[src/common/cpu_defs.svh]
`ifndef CPU_DEFS_SVH
`define CPU_DEFS_SVH

// ========================================
// core sizing
// ========================================

`define XLEN 32          // data path width in bits.
`define REG_COUNT 32     // architectural registers.
`define ROB_DEPTH 8      // reorder buffer entries, one tag each.
`define ALU_RS_DEPTH 2   // ALU reservation station entries.

`endif
[src/common/cpu_pkg.sv]
`include "cpu_defs.svh"

package cpu_pkg;

  typedef logic [`XLEN-1:0] word_t;
  typedef logic [$clog2(`REG_COUNT)-1:0] reg_t;
  typedef logic [$clog2(`ROB_DEPTH)-1:0] tag_t;

  typedef enum logic [2:0] {ADD, SUB, AND, OR, XOR, MUL, DIVU} op_e;

  typedef struct packed {
    op_e   op;
    reg_t  rd;
    reg_t  rs1;
    reg_t  rs2;
    logic  use_imm;
    word_t imm;
  } issue_t;

  typedef struct packed {
    logic  busy;
    tag_t  tag;
    word_t value;
  } reg_val_t;

  typedef struct packed {
    logic  ready;
    tag_t  tag;     // producer tag while the operand waits.
    word_t value;
  } operand_t;

  typedef struct packed {
    logic     valid;
    tag_t     tag;
    op_e      op;
    operand_t a;
    operand_t b;
  } issue_entry_t;

  typedef struct packed {
    logic  valid;
    tag_t  tag;
    word_t value;
  } cdb_t;

  typedef struct packed {
    logic  valid;
    reg_t  rd;
    tag_t  tag;
    word_t value;
  } commit_t;

  typedef struct packed {
    logic alu;
    logic mult_div;
  } fullness_t;

  // a waiting operand picks up its value when its producer shows on the bus.
  function automatic operand_t wake_operand(operand_t o, cdb_t bus);
    operand_t w;
    w = o;
    if (!o.ready && bus.valid && bus.tag == o.tag) begin
      w.ready = 1'b1;
      w.value = bus.value;
    end
    return w;
  endfunction

endpackage

[src/cpu.sv]
`timescale 1ns/1ps

module cpu (
  input  logic             clock,
  input  logic             reset,
  input  logic             issue_valid,
  input  cpu_pkg::issue_t  issue,
  output logic             issue_ready,
  output cpu_pkg::commit_t commit
);

  cpu_pkg::reg_t         query_rs1;
  cpu_pkg::reg_t         query_rs2;
  cpu_pkg::reg_val_t     rs1_val;
  cpu_pkg::reg_val_t     rs2_val;
  cpu_pkg::fullness_t    fullness;
  logic                  issue_fire;
  cpu_pkg::issue_entry_t issue_bus;
  cpu_pkg::cdb_t         data_bus;
  cpu_pkg::cdb_t         alu_request;
  cpu_pkg::cdb_t         mult_div_request;
  logic                  alu_grant;
  logic                  mult_div_grant;

  register_file reg_file (
    .clock     (clock),
    .reset     (reset),
    .query_rs1 (query_rs1),
    .query_rs2 (query_rs2),
    .rs1_val   (rs1_val),
    .rs2_val   (rs2_val),
    .issue_fire(issue_fire),
    .issue_rd  (issue.rd),
    .issue_tag (issue_bus.tag),  // tag of the entry being allocated.
    .commit    (commit)
  );

  reorder_buffer reorder_buffer (
    .clock      (clock),
    .reset      (reset),
    .issue_valid(issue_valid),
    .issue      (issue),
    .issue_ready(issue_ready),
    .query_rs1  (query_rs1),
    .query_rs2  (query_rs2),
    .rs1_val    (rs1_val),
    .rs2_val    (rs2_val),
    .fullness   (fullness),
    .issue_fire (issue_fire),
    .issue_bus  (issue_bus),
    .data_bus   (data_bus),
    .commit     (commit)
  );

  alu_combo alu_combo (
    .clock    (clock),
    .reset    (reset),
    .issue_bus(issue_bus),
    .data_bus (data_bus),
    .grant    (alu_grant),
    .request  (alu_request),
    .full     (fullness.alu)
  );

  mult_div_combo mult_div_combo (
    .clock    (clock),
    .reset    (reset),
    .issue_bus(issue_bus),
    .data_bus (data_bus),
    .grant    (mult_div_grant),
    .request  (mult_div_request),
    .full     (fullness.mult_div)
  );

  cdb_arbiter cdb_arbiter (
    .alu_request     (alu_request),
    .mult_div_request(mult_div_request),
    .alu_grant       (alu_grant),
    .mult_div_grant  (mult_div_grant),
    .data_bus        (data_bus)
  );

endmodule

[src/exec/mult_div_combo.sv]
`timescale 1ns/1ps
`include "cpu_defs.svh"

module mult_div_combo (
  input  logic                  clock,
  input  logic                  reset,
  input  cpu_pkg::issue_entry_t issue_bus,
  input  cpu_pkg::cdb_t         data_bus,
  input  logic                  grant,
  output cpu_pkg::cdb_t         request,
  output logic                  full
);

  cpu_pkg::issue_entry_t   entry;
  logic                    capture;
  logic                    start;
  logic                    running;
  logic [$clog2(`XLEN):0]  count;
  cpu_pkg::word_t          product;
  cpu_pkg::word_t          quotient;
  cpu_pkg::word_t          remainder;
  cpu_pkg::word_t          next_quotient;
  cpu_pkg::word_t          next_remainder;
  logic [`XLEN:0]          rem_shift;
  logic [`XLEN:0]          diff;

  assign capture = issue_bus.valid && issue_bus.op inside {cpu_pkg::MUL, cpu_pkg::DIVU};
  assign full    = entry.valid && !grant;  // held until the result leaves on the bus.
  assign start   = entry.valid && entry.a.ready && entry.b.ready && !running && !request.valid;
  assign product = entry.a.value * entry.b.value;  // low half only.

  // ========================================
  // restoring divider, one quotient bit per cycle
  // ========================================

  assign rem_shift      = {remainder, quotient[`XLEN-1]};
  assign diff           = rem_shift - {1'b0, entry.b.value};
  assign next_quotient  = {quotient[`XLEN-2:0], !diff[`XLEN]};
  assign next_remainder = diff[`XLEN] ? rem_shift[`XLEN-1:0] : diff[`XLEN-1:0];
  // a zero divisor never borrows, so every quotient bit comes out set.

  always_ff @(posedge clock) begin
    if (reset) begin
      entry.valid   <= 1'b0;
      request.valid <= 1'b0;
      running       <= 1'b0;
    end else begin
      entry.a <= cpu_pkg::wake_operand(entry.a, data_bus);
      entry.b <= cpu_pkg::wake_operand(entry.b, data_bus);
      if (grant) begin
        entry.valid   <= 1'b0;
        request.valid <= 1'b0;
      end
      if (capture) entry <= issue_bus;
      if (start && entry.op == cpu_pkg::MUL) begin
        request.valid <= 1'b1;
        request.tag   <= entry.tag;
        request.value <= product;
      end
      if (start && entry.op == cpu_pkg::DIVU) begin
        running   <= 1'b1;
        count     <= `XLEN;
        quotient  <= entry.a.value;  // dividend shifts out as quotient shifts in.
        remainder <= '0;
      end
      if (running) begin
        quotient  <= next_quotient;
        remainder <= next_remainder;
        count     <= count - 1'b1;
        if (count == 1) begin
          running       <= 1'b0;
          request.valid <= 1'b1;
          request.tag   <= entry.tag;
          request.value <= next_quotient;
        end
      end
    end
  end

endmodule

[src/exec/alu_combo.sv]
`timescale 1ns/1ps
`include "cpu_defs.svh"

module alu_combo (
  input  logic                  clock,
  input  logic                  reset,
  input  cpu_pkg::issue_entry_t issue_bus,
  input  cpu_pkg::cdb_t         data_bus,
  input  logic                  grant,
  output cpu_pkg::cdb_t         request,
  output logic                  full
);

  typedef logic [$clog2(`ALU_RS_DEPTH)-1:0] slot_t;

  cpu_pkg::issue_entry_t    entries [`ALU_RS_DEPTH];
  logic [`ALU_RS_DEPTH-1:0] occupied;
  logic [`ALU_RS_DEPTH-1:0] ready;
  slot_t                    oldest;
  slot_t                    next_oldest;
  slot_t                    sel;
  slot_t                    slot;
  logic                     fire;
  logic                     capture;
  cpu_pkg::word_t           a;
  cpu_pkg::word_t           b;
  cpu_pkg::word_t           result;

  always_comb begin
    slot = sel;  // with every slot taken only the one leaving is free.
    for (int i = `ALU_RS_DEPTH - 1; i >= 0; i--) begin
      occupied[i] = entries[i].valid;
      ready[i]    = entries[i].valid && entries[i].a.ready && entries[i].b.ready;
      if (!entries[i].valid) slot = slot_t'(i);
    end
  end

  assign sel     = ready[oldest] ? oldest : ~oldest;
  assign fire    = (|ready) && (!request.valid || grant);
  assign full    = (&occupied) && !fire;
  assign capture = issue_bus.valid
      && issue_bus.op inside {cpu_pkg::ADD, cpu_pkg::SUB, cpu_pkg::AND, cpu_pkg::OR, cpu_pkg::XOR};

  always_comb begin
    next_oldest = oldest;
    if (capture) begin
      next_oldest = (occupied[~slot] && !(fire && sel == ~slot)) ? ~slot : slot;
    end else if (fire && sel == oldest) begin
      next_oldest = ~oldest;
    end
  end

  // ========================================
  // execute
  // ========================================

  assign a = entries[sel].a.value;
  assign b = entries[sel].b.value;

  always_comb begin
    case (entries[sel].op)
      cpu_pkg::ADD: result = a + b;  // wraps at 32 bits.
      cpu_pkg::SUB: result = a - b;
      cpu_pkg::AND: result = a & b;
      cpu_pkg::OR:  result = a | b;
      default:      result = a ^ b;
    endcase
  end

  always_ff @(posedge clock) begin
    if (reset) begin
      for (int i = 0; i < `ALU_RS_DEPTH; i++) begin
        entries[i].valid <= 1'b0;
      end
      oldest        <= '0;
      request.valid <= 1'b0;
    end else begin
      for (int i = 0; i < `ALU_RS_DEPTH; i++) begin
        entries[i].a <= cpu_pkg::wake_operand(entries[i].a, data_bus);
        entries[i].b <= cpu_pkg::wake_operand(entries[i].b, data_bus);
      end
      if (fire) begin
        entries[sel].valid <= 1'b0;
        request.valid      <= 1'b1;
        request.tag        <= entries[sel].tag;
        request.value      <= result;
      end else if (grant) begin
        request.valid <= 1'b0;
      end
      if (capture) entries[slot] <= issue_bus;
      oldest <= next_oldest;
    end
  end

  request_held: assert property (@(posedge clock) disable iff (reset)
      request.valid && !grant |=> request.valid && $stable(request));

endmodule

[src/reorder_buffer/reorder_buffer.sv]
`timescale 1ns/1ps
`include "cpu_defs.svh"

module reorder_buffer (
  input  logic                  clock,
  input  logic                  reset,
  input  logic                  issue_valid,
  input  cpu_pkg::issue_t       issue,
  output logic                  issue_ready,
  output cpu_pkg::reg_t         query_rs1,
  output cpu_pkg::reg_t         query_rs2,
  input  cpu_pkg::reg_val_t     rs1_val,
  input  cpu_pkg::reg_val_t     rs2_val,
  input  cpu_pkg::fullness_t    fullness,
  output logic                  issue_fire,
  output cpu_pkg::issue_entry_t issue_bus,
  input  cpu_pkg::cdb_t         data_bus,
  output cpu_pkg::commit_t      commit
);

  logic [`ROB_DEPTH-1:0]       rob_valid;
  logic [`ROB_DEPTH-1:0]       rob_done;
  cpu_pkg::reg_t               rob_rd [`ROB_DEPTH];
  cpu_pkg::word_t              rob_value [`ROB_DEPTH];
  cpu_pkg::tag_t               head;
  cpu_pkg::tag_t               tail;
  logic [$clog2(`ROB_DEPTH):0] count;
  logic                        is_mult_div;
  logic                        unit_full;

  // busy registers look up their producer in the buffer, then on the bus.
  function automatic cpu_pkg::operand_t resolve(cpu_pkg::reg_val_t r);
    cpu_pkg::operand_t o;
    o.ready = 1'b1;
    o.tag   = r.tag;
    o.value = r.value;
    if (r.busy) begin
      if (rob_done[r.tag]) begin
        o.value = rob_value[r.tag];
      end else if (data_bus.valid && data_bus.tag == r.tag) begin
        o.value = data_bus.value;
      end else begin
        o.ready = 1'b0;
      end
    end
    return o;
  endfunction

  // ========================================
  // issue and operand resolution
  // ========================================

  assign query_rs1   = issue.rs1;
  assign query_rs2   = issue.rs2;
  assign is_mult_div = issue.op inside {cpu_pkg::MUL, cpu_pkg::DIVU};
  assign unit_full   = is_mult_div ? fullness.mult_div : fullness.alu;
  assign issue_ready = count != `ROB_DEPTH && !unit_full;
  assign issue_fire  = issue_valid && issue_ready;

  always_comb begin
    issue_bus.valid = issue_fire;
    issue_bus.tag   = tail;  // the tail slot is the new rename tag.
    issue_bus.op    = issue.op;
    issue_bus.a     = resolve(rs1_val);
    if (issue.use_imm) begin
      issue_bus.b = '{ready: 1'b1, tag: '0, value: issue.imm};
    end else begin
      issue_bus.b = resolve(rs2_val);
    end
  end

  // ========================================
  // in-order retirement
  // ========================================

  always_comb begin
    commit.valid = rob_valid[head] && rob_done[head];
    commit.rd    = rob_rd[head];
    commit.tag   = head;
    commit.value = rob_value[head];
  end

  always_ff @(posedge clock) begin
    if (reset) begin
      rob_valid <= '0;
      rob_done  <= '0;
      head      <= '0;
      tail      <= '0;
      count     <= '0;
    end else begin
      if (data_bus.valid) begin
        rob_done[data_bus.tag]  <= 1'b1;
        rob_value[data_bus.tag] <= data_bus.value;
      end
      if (commit.valid) begin
        rob_valid[head] <= 1'b0;
        head            <= head + 1'b1;
      end
      if (issue_fire) begin
        rob_valid[tail] <= 1'b1;
        rob_done[tail]  <= 1'b0;
        rob_rd[tail]    <= issue.rd;
        tail            <= tail + 1'b1;
      end
      count <= count + issue_fire - commit.valid;
    end
  end

  alloc_free_slot: assert property (@(posedge clock) disable iff (reset)
      issue_fire |-> !rob_valid[tail]);

  bus_hits_pending: assert property (@(posedge clock) disable iff (reset)
      data_bus.valid |-> rob_valid[data_bus.tag] && !rob_done[data_bus.tag]);

endmodule

[src/cdb_arbiter.sv]
`timescale 1ns/1ps

module cdb_arbiter (
  input  cpu_pkg::cdb_t alu_request,
  input  cpu_pkg::cdb_t mult_div_request,
  output logic          alu_grant,
  output logic          mult_div_grant,
  output cpu_pkg::cdb_t data_bus
);

  // mult/div goes first since its station holds a single entry.
  assign mult_div_grant = mult_div_request.valid;
  assign alu_grant      = alu_request.valid && !mult_div_request.valid;

  always_comb begin
    if (mult_div_grant) begin
      data_bus = mult_div_request;
    end else begin
      data_bus = alu_request;  // valid is low here when nothing is granted.
    end
  end

endmodule

[src/register_file.sv]
`timescale 1ns/1ps
`include "cpu_defs.svh"

module register_file (
  input  logic              clock,
  input  logic              reset,
  input  cpu_pkg::reg_t     query_rs1,
  input  cpu_pkg::reg_t     query_rs2,
  output cpu_pkg::reg_val_t rs1_val,
  output cpu_pkg::reg_val_t rs2_val,
  input  logic              issue_fire,
  input  cpu_pkg::reg_t     issue_rd,
  input  cpu_pkg::tag_t     issue_tag,
  input  cpu_pkg::commit_t  commit
);

  cpu_pkg::word_t        values [`REG_COUNT];
  cpu_pkg::tag_t         tags [`REG_COUNT];
  logic [`REG_COUNT-1:0] busy;

  always_comb begin
    rs1_val.busy  = busy[query_rs1];
    rs1_val.tag   = tags[query_rs1];
    rs1_val.value = values[query_rs1];
    rs2_val.busy  = busy[query_rs2];
    rs2_val.tag   = tags[query_rs2];
    rs2_val.value = values[query_rs2];
  end

  always_ff @(posedge clock) begin
    if (reset) begin
      busy <= '0;
      for (int i = 0; i < `REG_COUNT; i++) begin
        values[i] <= '0;
      end
    end else begin
      if (commit.valid && commit.rd != '0) begin
        values[commit.rd] <= commit.value;
        if (tags[commit.rd] == commit.tag) busy[commit.rd] <= 1'b0;  // only the last writer frees it.
      end
      if (issue_fire && issue_rd != '0) begin  // placed last so a fresh rename wins.
        busy[issue_rd] <= 1'b1;
        tags[issue_rd] <= issue_tag;
      end
    end
  end

endmodule

[config.mk]
export PLATFORM = sky130hd
export DESIGN_NAME = cpu
export DESIGN_NICKNAME = d
export VERILOG_FILES = /design/src/common/cpu_pkg.sv /design/src/cpu.sv /design/src/exec/mult_div_combo.sv /design/src/exec/alu_combo.sv /design/src/reorder_buffer/reorder_buffer.sv /design/src/cdb_arbiter.sv /design/src/register_file.sv
export VERILOG_INCLUDE_DIRS = /design/src /design/src/common
export SDC_FILE = /design/constraint.sdc
export NUM_CORES = 2
export LEC_CHECK = 0
export ABC_AREA = 0
export BUFFER_PORTS_ARGS = -buffer_cell sky130_fd_sc_hd__buf_2
export CORE_MARGIN = 5
export CORE_UTILIZATION = 40
export DETAILED_ROUTE_END_ITERATION = 8
export PLACE_DENSITY = 0.53
export SKIP_CTS_REPAIR_TIMING = 1
export SYNTH_ARGS = -nofsm -noshare
export SYNTH_HDL_FRONTEND = slang
export SYNTH_SLANG_ARGS = --single-unit
[constraint.sdc]
create_clock -name clock -period 7.9 [get_ports clock]
set_clock_uncertainty 0.15 [all_clocks]
set_input_delay 0.79 -clock clock [delete_from_list [all_inputs] [get_ports clock]]
set_output_delay 0.79 -clock clock [all_outputs]
set_load 0.03 [all_outputs]
==> results.toml <==
[floorplan]
core_um2 = 291000
start_util = 0.402
dieHeight_um = 551
io_pins = 96
die_area_um2 = 303000
die-width_um = 551
rows = 198

[critical_path]
cp-start-kind = "flop"
cp.buffers_inverters = 4
slowest_delay_ns = 0.64
crit_chain = "and2_1 > fa_1 > inv_1 > fa_1 > fa_1 > inv_1 > fa_1 > ha_1 > ha_1 > inv_1 > fa_1 > inv_1 > fa_1 > ha_1 > or3_1 > a211oi_2 > o31ai_2 > nand4_1 > a31oi_1 > a221oi_1 > o211ai_1 > mux2_2 > o21ai_0"
cp_slowest_cell = "edfxtp_1"
cp_max_fo = 14
crit_type = "flop to flop"
crit_path_end_kind = "flop"
cp.arrival_ns = 7.89
cpLargestDelayFamily = "adder cells"
cp_common_cell = "fa_1"
crit_required_ns = 8.31

[global_routing]
grt_max_degree = 132
antenna_found_initial = 24
grt_use_total = 0.273
grt_pass1_wl_mm = 599
grt_pass1_vias = 80398
gr-total-overflow = 0

[logic_synthesis]
synthCells = 9291
ys_types = 81
netlist_area_um2 = 117000
synth_top_cell_by_area = "edfxtp_1"
synth-seq-area-share = 0.471
synth-seq-cells = 1858
synth_enable_flop_cells = 1792
synth_area_leaders = "edfxtp_1 (46%), mux4_2 (15%), fa_1 (7.0%), mux2i_1 (5.2%), nor2_1 (4.3%)"
async_flop_share = 0
syn_area_per_cell_um2 = 12.6
synth-main-ff-cell = "edfxtp_1"
ys_warn_count = 0
yosys.area.top_type_share = 0.460

[route]
drtIter0Drc = 10403
viasPerCell = 6.12
vias = 81174
route.detailed.drc = 0
ant_nets = 0
dr.pass1.iters = 6
wire_per_inst_um = 31.7
wirelength_mm = 421

[power_and_ir_drop]
switching_power_mw = 11.9
leakagePower_nw = 48.9
intPower_mw = 22.2
power_mw = 34.2
clkPwrFrac = 0.294
switching_share = 0.350
peakVddDrop_mv = 0.802
pwr-share-seq = 0.332
combPwrFrac = 0.375
powerDensity_nw_per_um2 = 263

[cells_and_area]
layout-drive-gt1-share = 0.189
nets = 9906
syn_to_final_growth_pct = 11.1
final_cell_mix = "edfxtp_1 (1,792), nor2_1 (1,346), mux4_2 (762)"
mostFrequentLayoutCell = "edfxtp_1"
fin_cells = 13273

[cts]
cts_tree = "done"
insertion_delay_ns = 0.92
clkTransAtPathRegs_ns = 0.06
cts_buffers = 215
cts.sinks = 1858
root_buffer = "clkbuf_16"
htree_levels = 4
clock_path_buffers = 4

[timing]
layout_min_cycle_time_ns = 7.49
rsz0062_at_grt = "false"
setup_tns_ns = 0
fin_hold_ws_ns = 0.101
setup_viol = 0
worstMarginPinSlew_ns = 1.34
hold_viol = 0
drv_slew = 0
period_share = 0.948
max_freq_mhz = 134
relSlewSlack = 0.0835
setup_slack_ns = 0.414

[placement]
port_buffers = 95
dp.cells = 12858
gp_congestion = 0.909
dp_slack_ns = 0.346
hpwl_mm = 274

[worst_hold_path]
hold_class = "input pin to flop"

[status]
status = "finished clean"

[flow_run]
cap_violations = 0
-- per-layer routing --
metal  share of wire  vias to the layer above  wire (um)  global-route usage
li1                -                    33834          -                   -
met1            0.40                    42336     169000               0.383
met2            0.45                     4281     190000               0.420
met3            0.10                      713      43100              0.0574
met4           0.045                       10      19100               0.104
met5         0.00018                        -         74                   0
-- registers in the layout (all words and copies together) (netlist names), 36 cells and up, named ones only --
name and flops:
mult_div_combo.request 36, reorder_buffer.rob_value 256, mult_div_combo.entry 79, alu_combo.entries 158
alu_combo.request 36, reg_file.values 1024, reorder_buffer.rob_rd 40, reg_file.tags 96
-- power groups by stage --
stage | Sequential [mW] | Clock [mW] | Combinational, mW
2_1_floorplan | 11.5 | 0 | 9.06
3_3_place_gp | 11.5 | 0 | 12.6
3_5_place_dp | 11.5 | 0 | 12.7
4_1_cts | 11.3 | 10.2 | 12.8
5_1_grt | 11.3 | 10.6 | 14.1
6_report | 11.3 | 10.0 | 12.8
-- kinds of logic (layout without fill, tap and decap cells) --
logic type               Yosys count  count (layout)  synth area share
XOR/XNOR                         196             196            0.0147
other                              1              55         0.0000321
adder cells (fa/ha/maj)          671             671            0.0981
AO/OA/AOI/OAI                   1024            1024            0.0585
buffers and inverters           1352            1380            0.0455
flip-flops                      1858            1858             0.471
multiplexers                    1496            1496             0.211
AND/OR/NAND/NOR                 2693            2693             0.101
-- worst paths after layout --
kind | start | to | slack [ns] | depth (start not counted)
max | mult_div_combo.entry[42] | mult_div_combo.request[30] | 0.41 | 23
min | issue[44] | reorder_buffer.rob_rd[4][1] | 0.10 | 1
max reg2reg | mult_div_combo.entry[42] | mult_div_combo.request[30] | 0.41 | 23
min reg2reg | reorder_buffer.rob_valid[0] | reorder_buffer.rob_valid[0] | 0.33 | 1
-- layout make-up --
type	instances	area (um2)
multi-input cells	6115	57900
flip-flops and latches	1858	55100
clock inverters	133	1270
diodes	20	50.0
well taps	3900	4880
repair buffers	388	2850
clock buffers	256	5630
fillers	26379	161000
inverters	603	2270
-- worst register-to-register path: cells and delay by family, from the launching register on --
family / cells / cell delay, ns
AO/OA/AOI/OAI: 6 / 1.46
adder cells (fa/ha/maj): 9 / 3.67
buffers and inverters: 4 / 0.20
flip-flops: 1 / 0.64
multiplexers: 1 / 0.25
AND/OR/NAND/NOR: 3 / 0.83
-- synth_stat cells, drive strengths merged (215+ instances only) --
cell    instances
clkbuf        534
inv           601
ha            260
nor2         1355
fa            411
edfxtp       1792
buf           215
and2          286
nand2         598
o21ai         241
mux4          762
mux2i         611
-- through the flow --
stage | utilization | cell area (um2)
final | 0.447 | 130000
after global placement | 0.423 | 123000
after detailed placement | 0.423 | 123000
after CTS | 0.446 | 130000
after global routing | 0.447 | 130000
after floorplan | - | 117000
No activity file was read; power rests on OpenSTA's default activity.
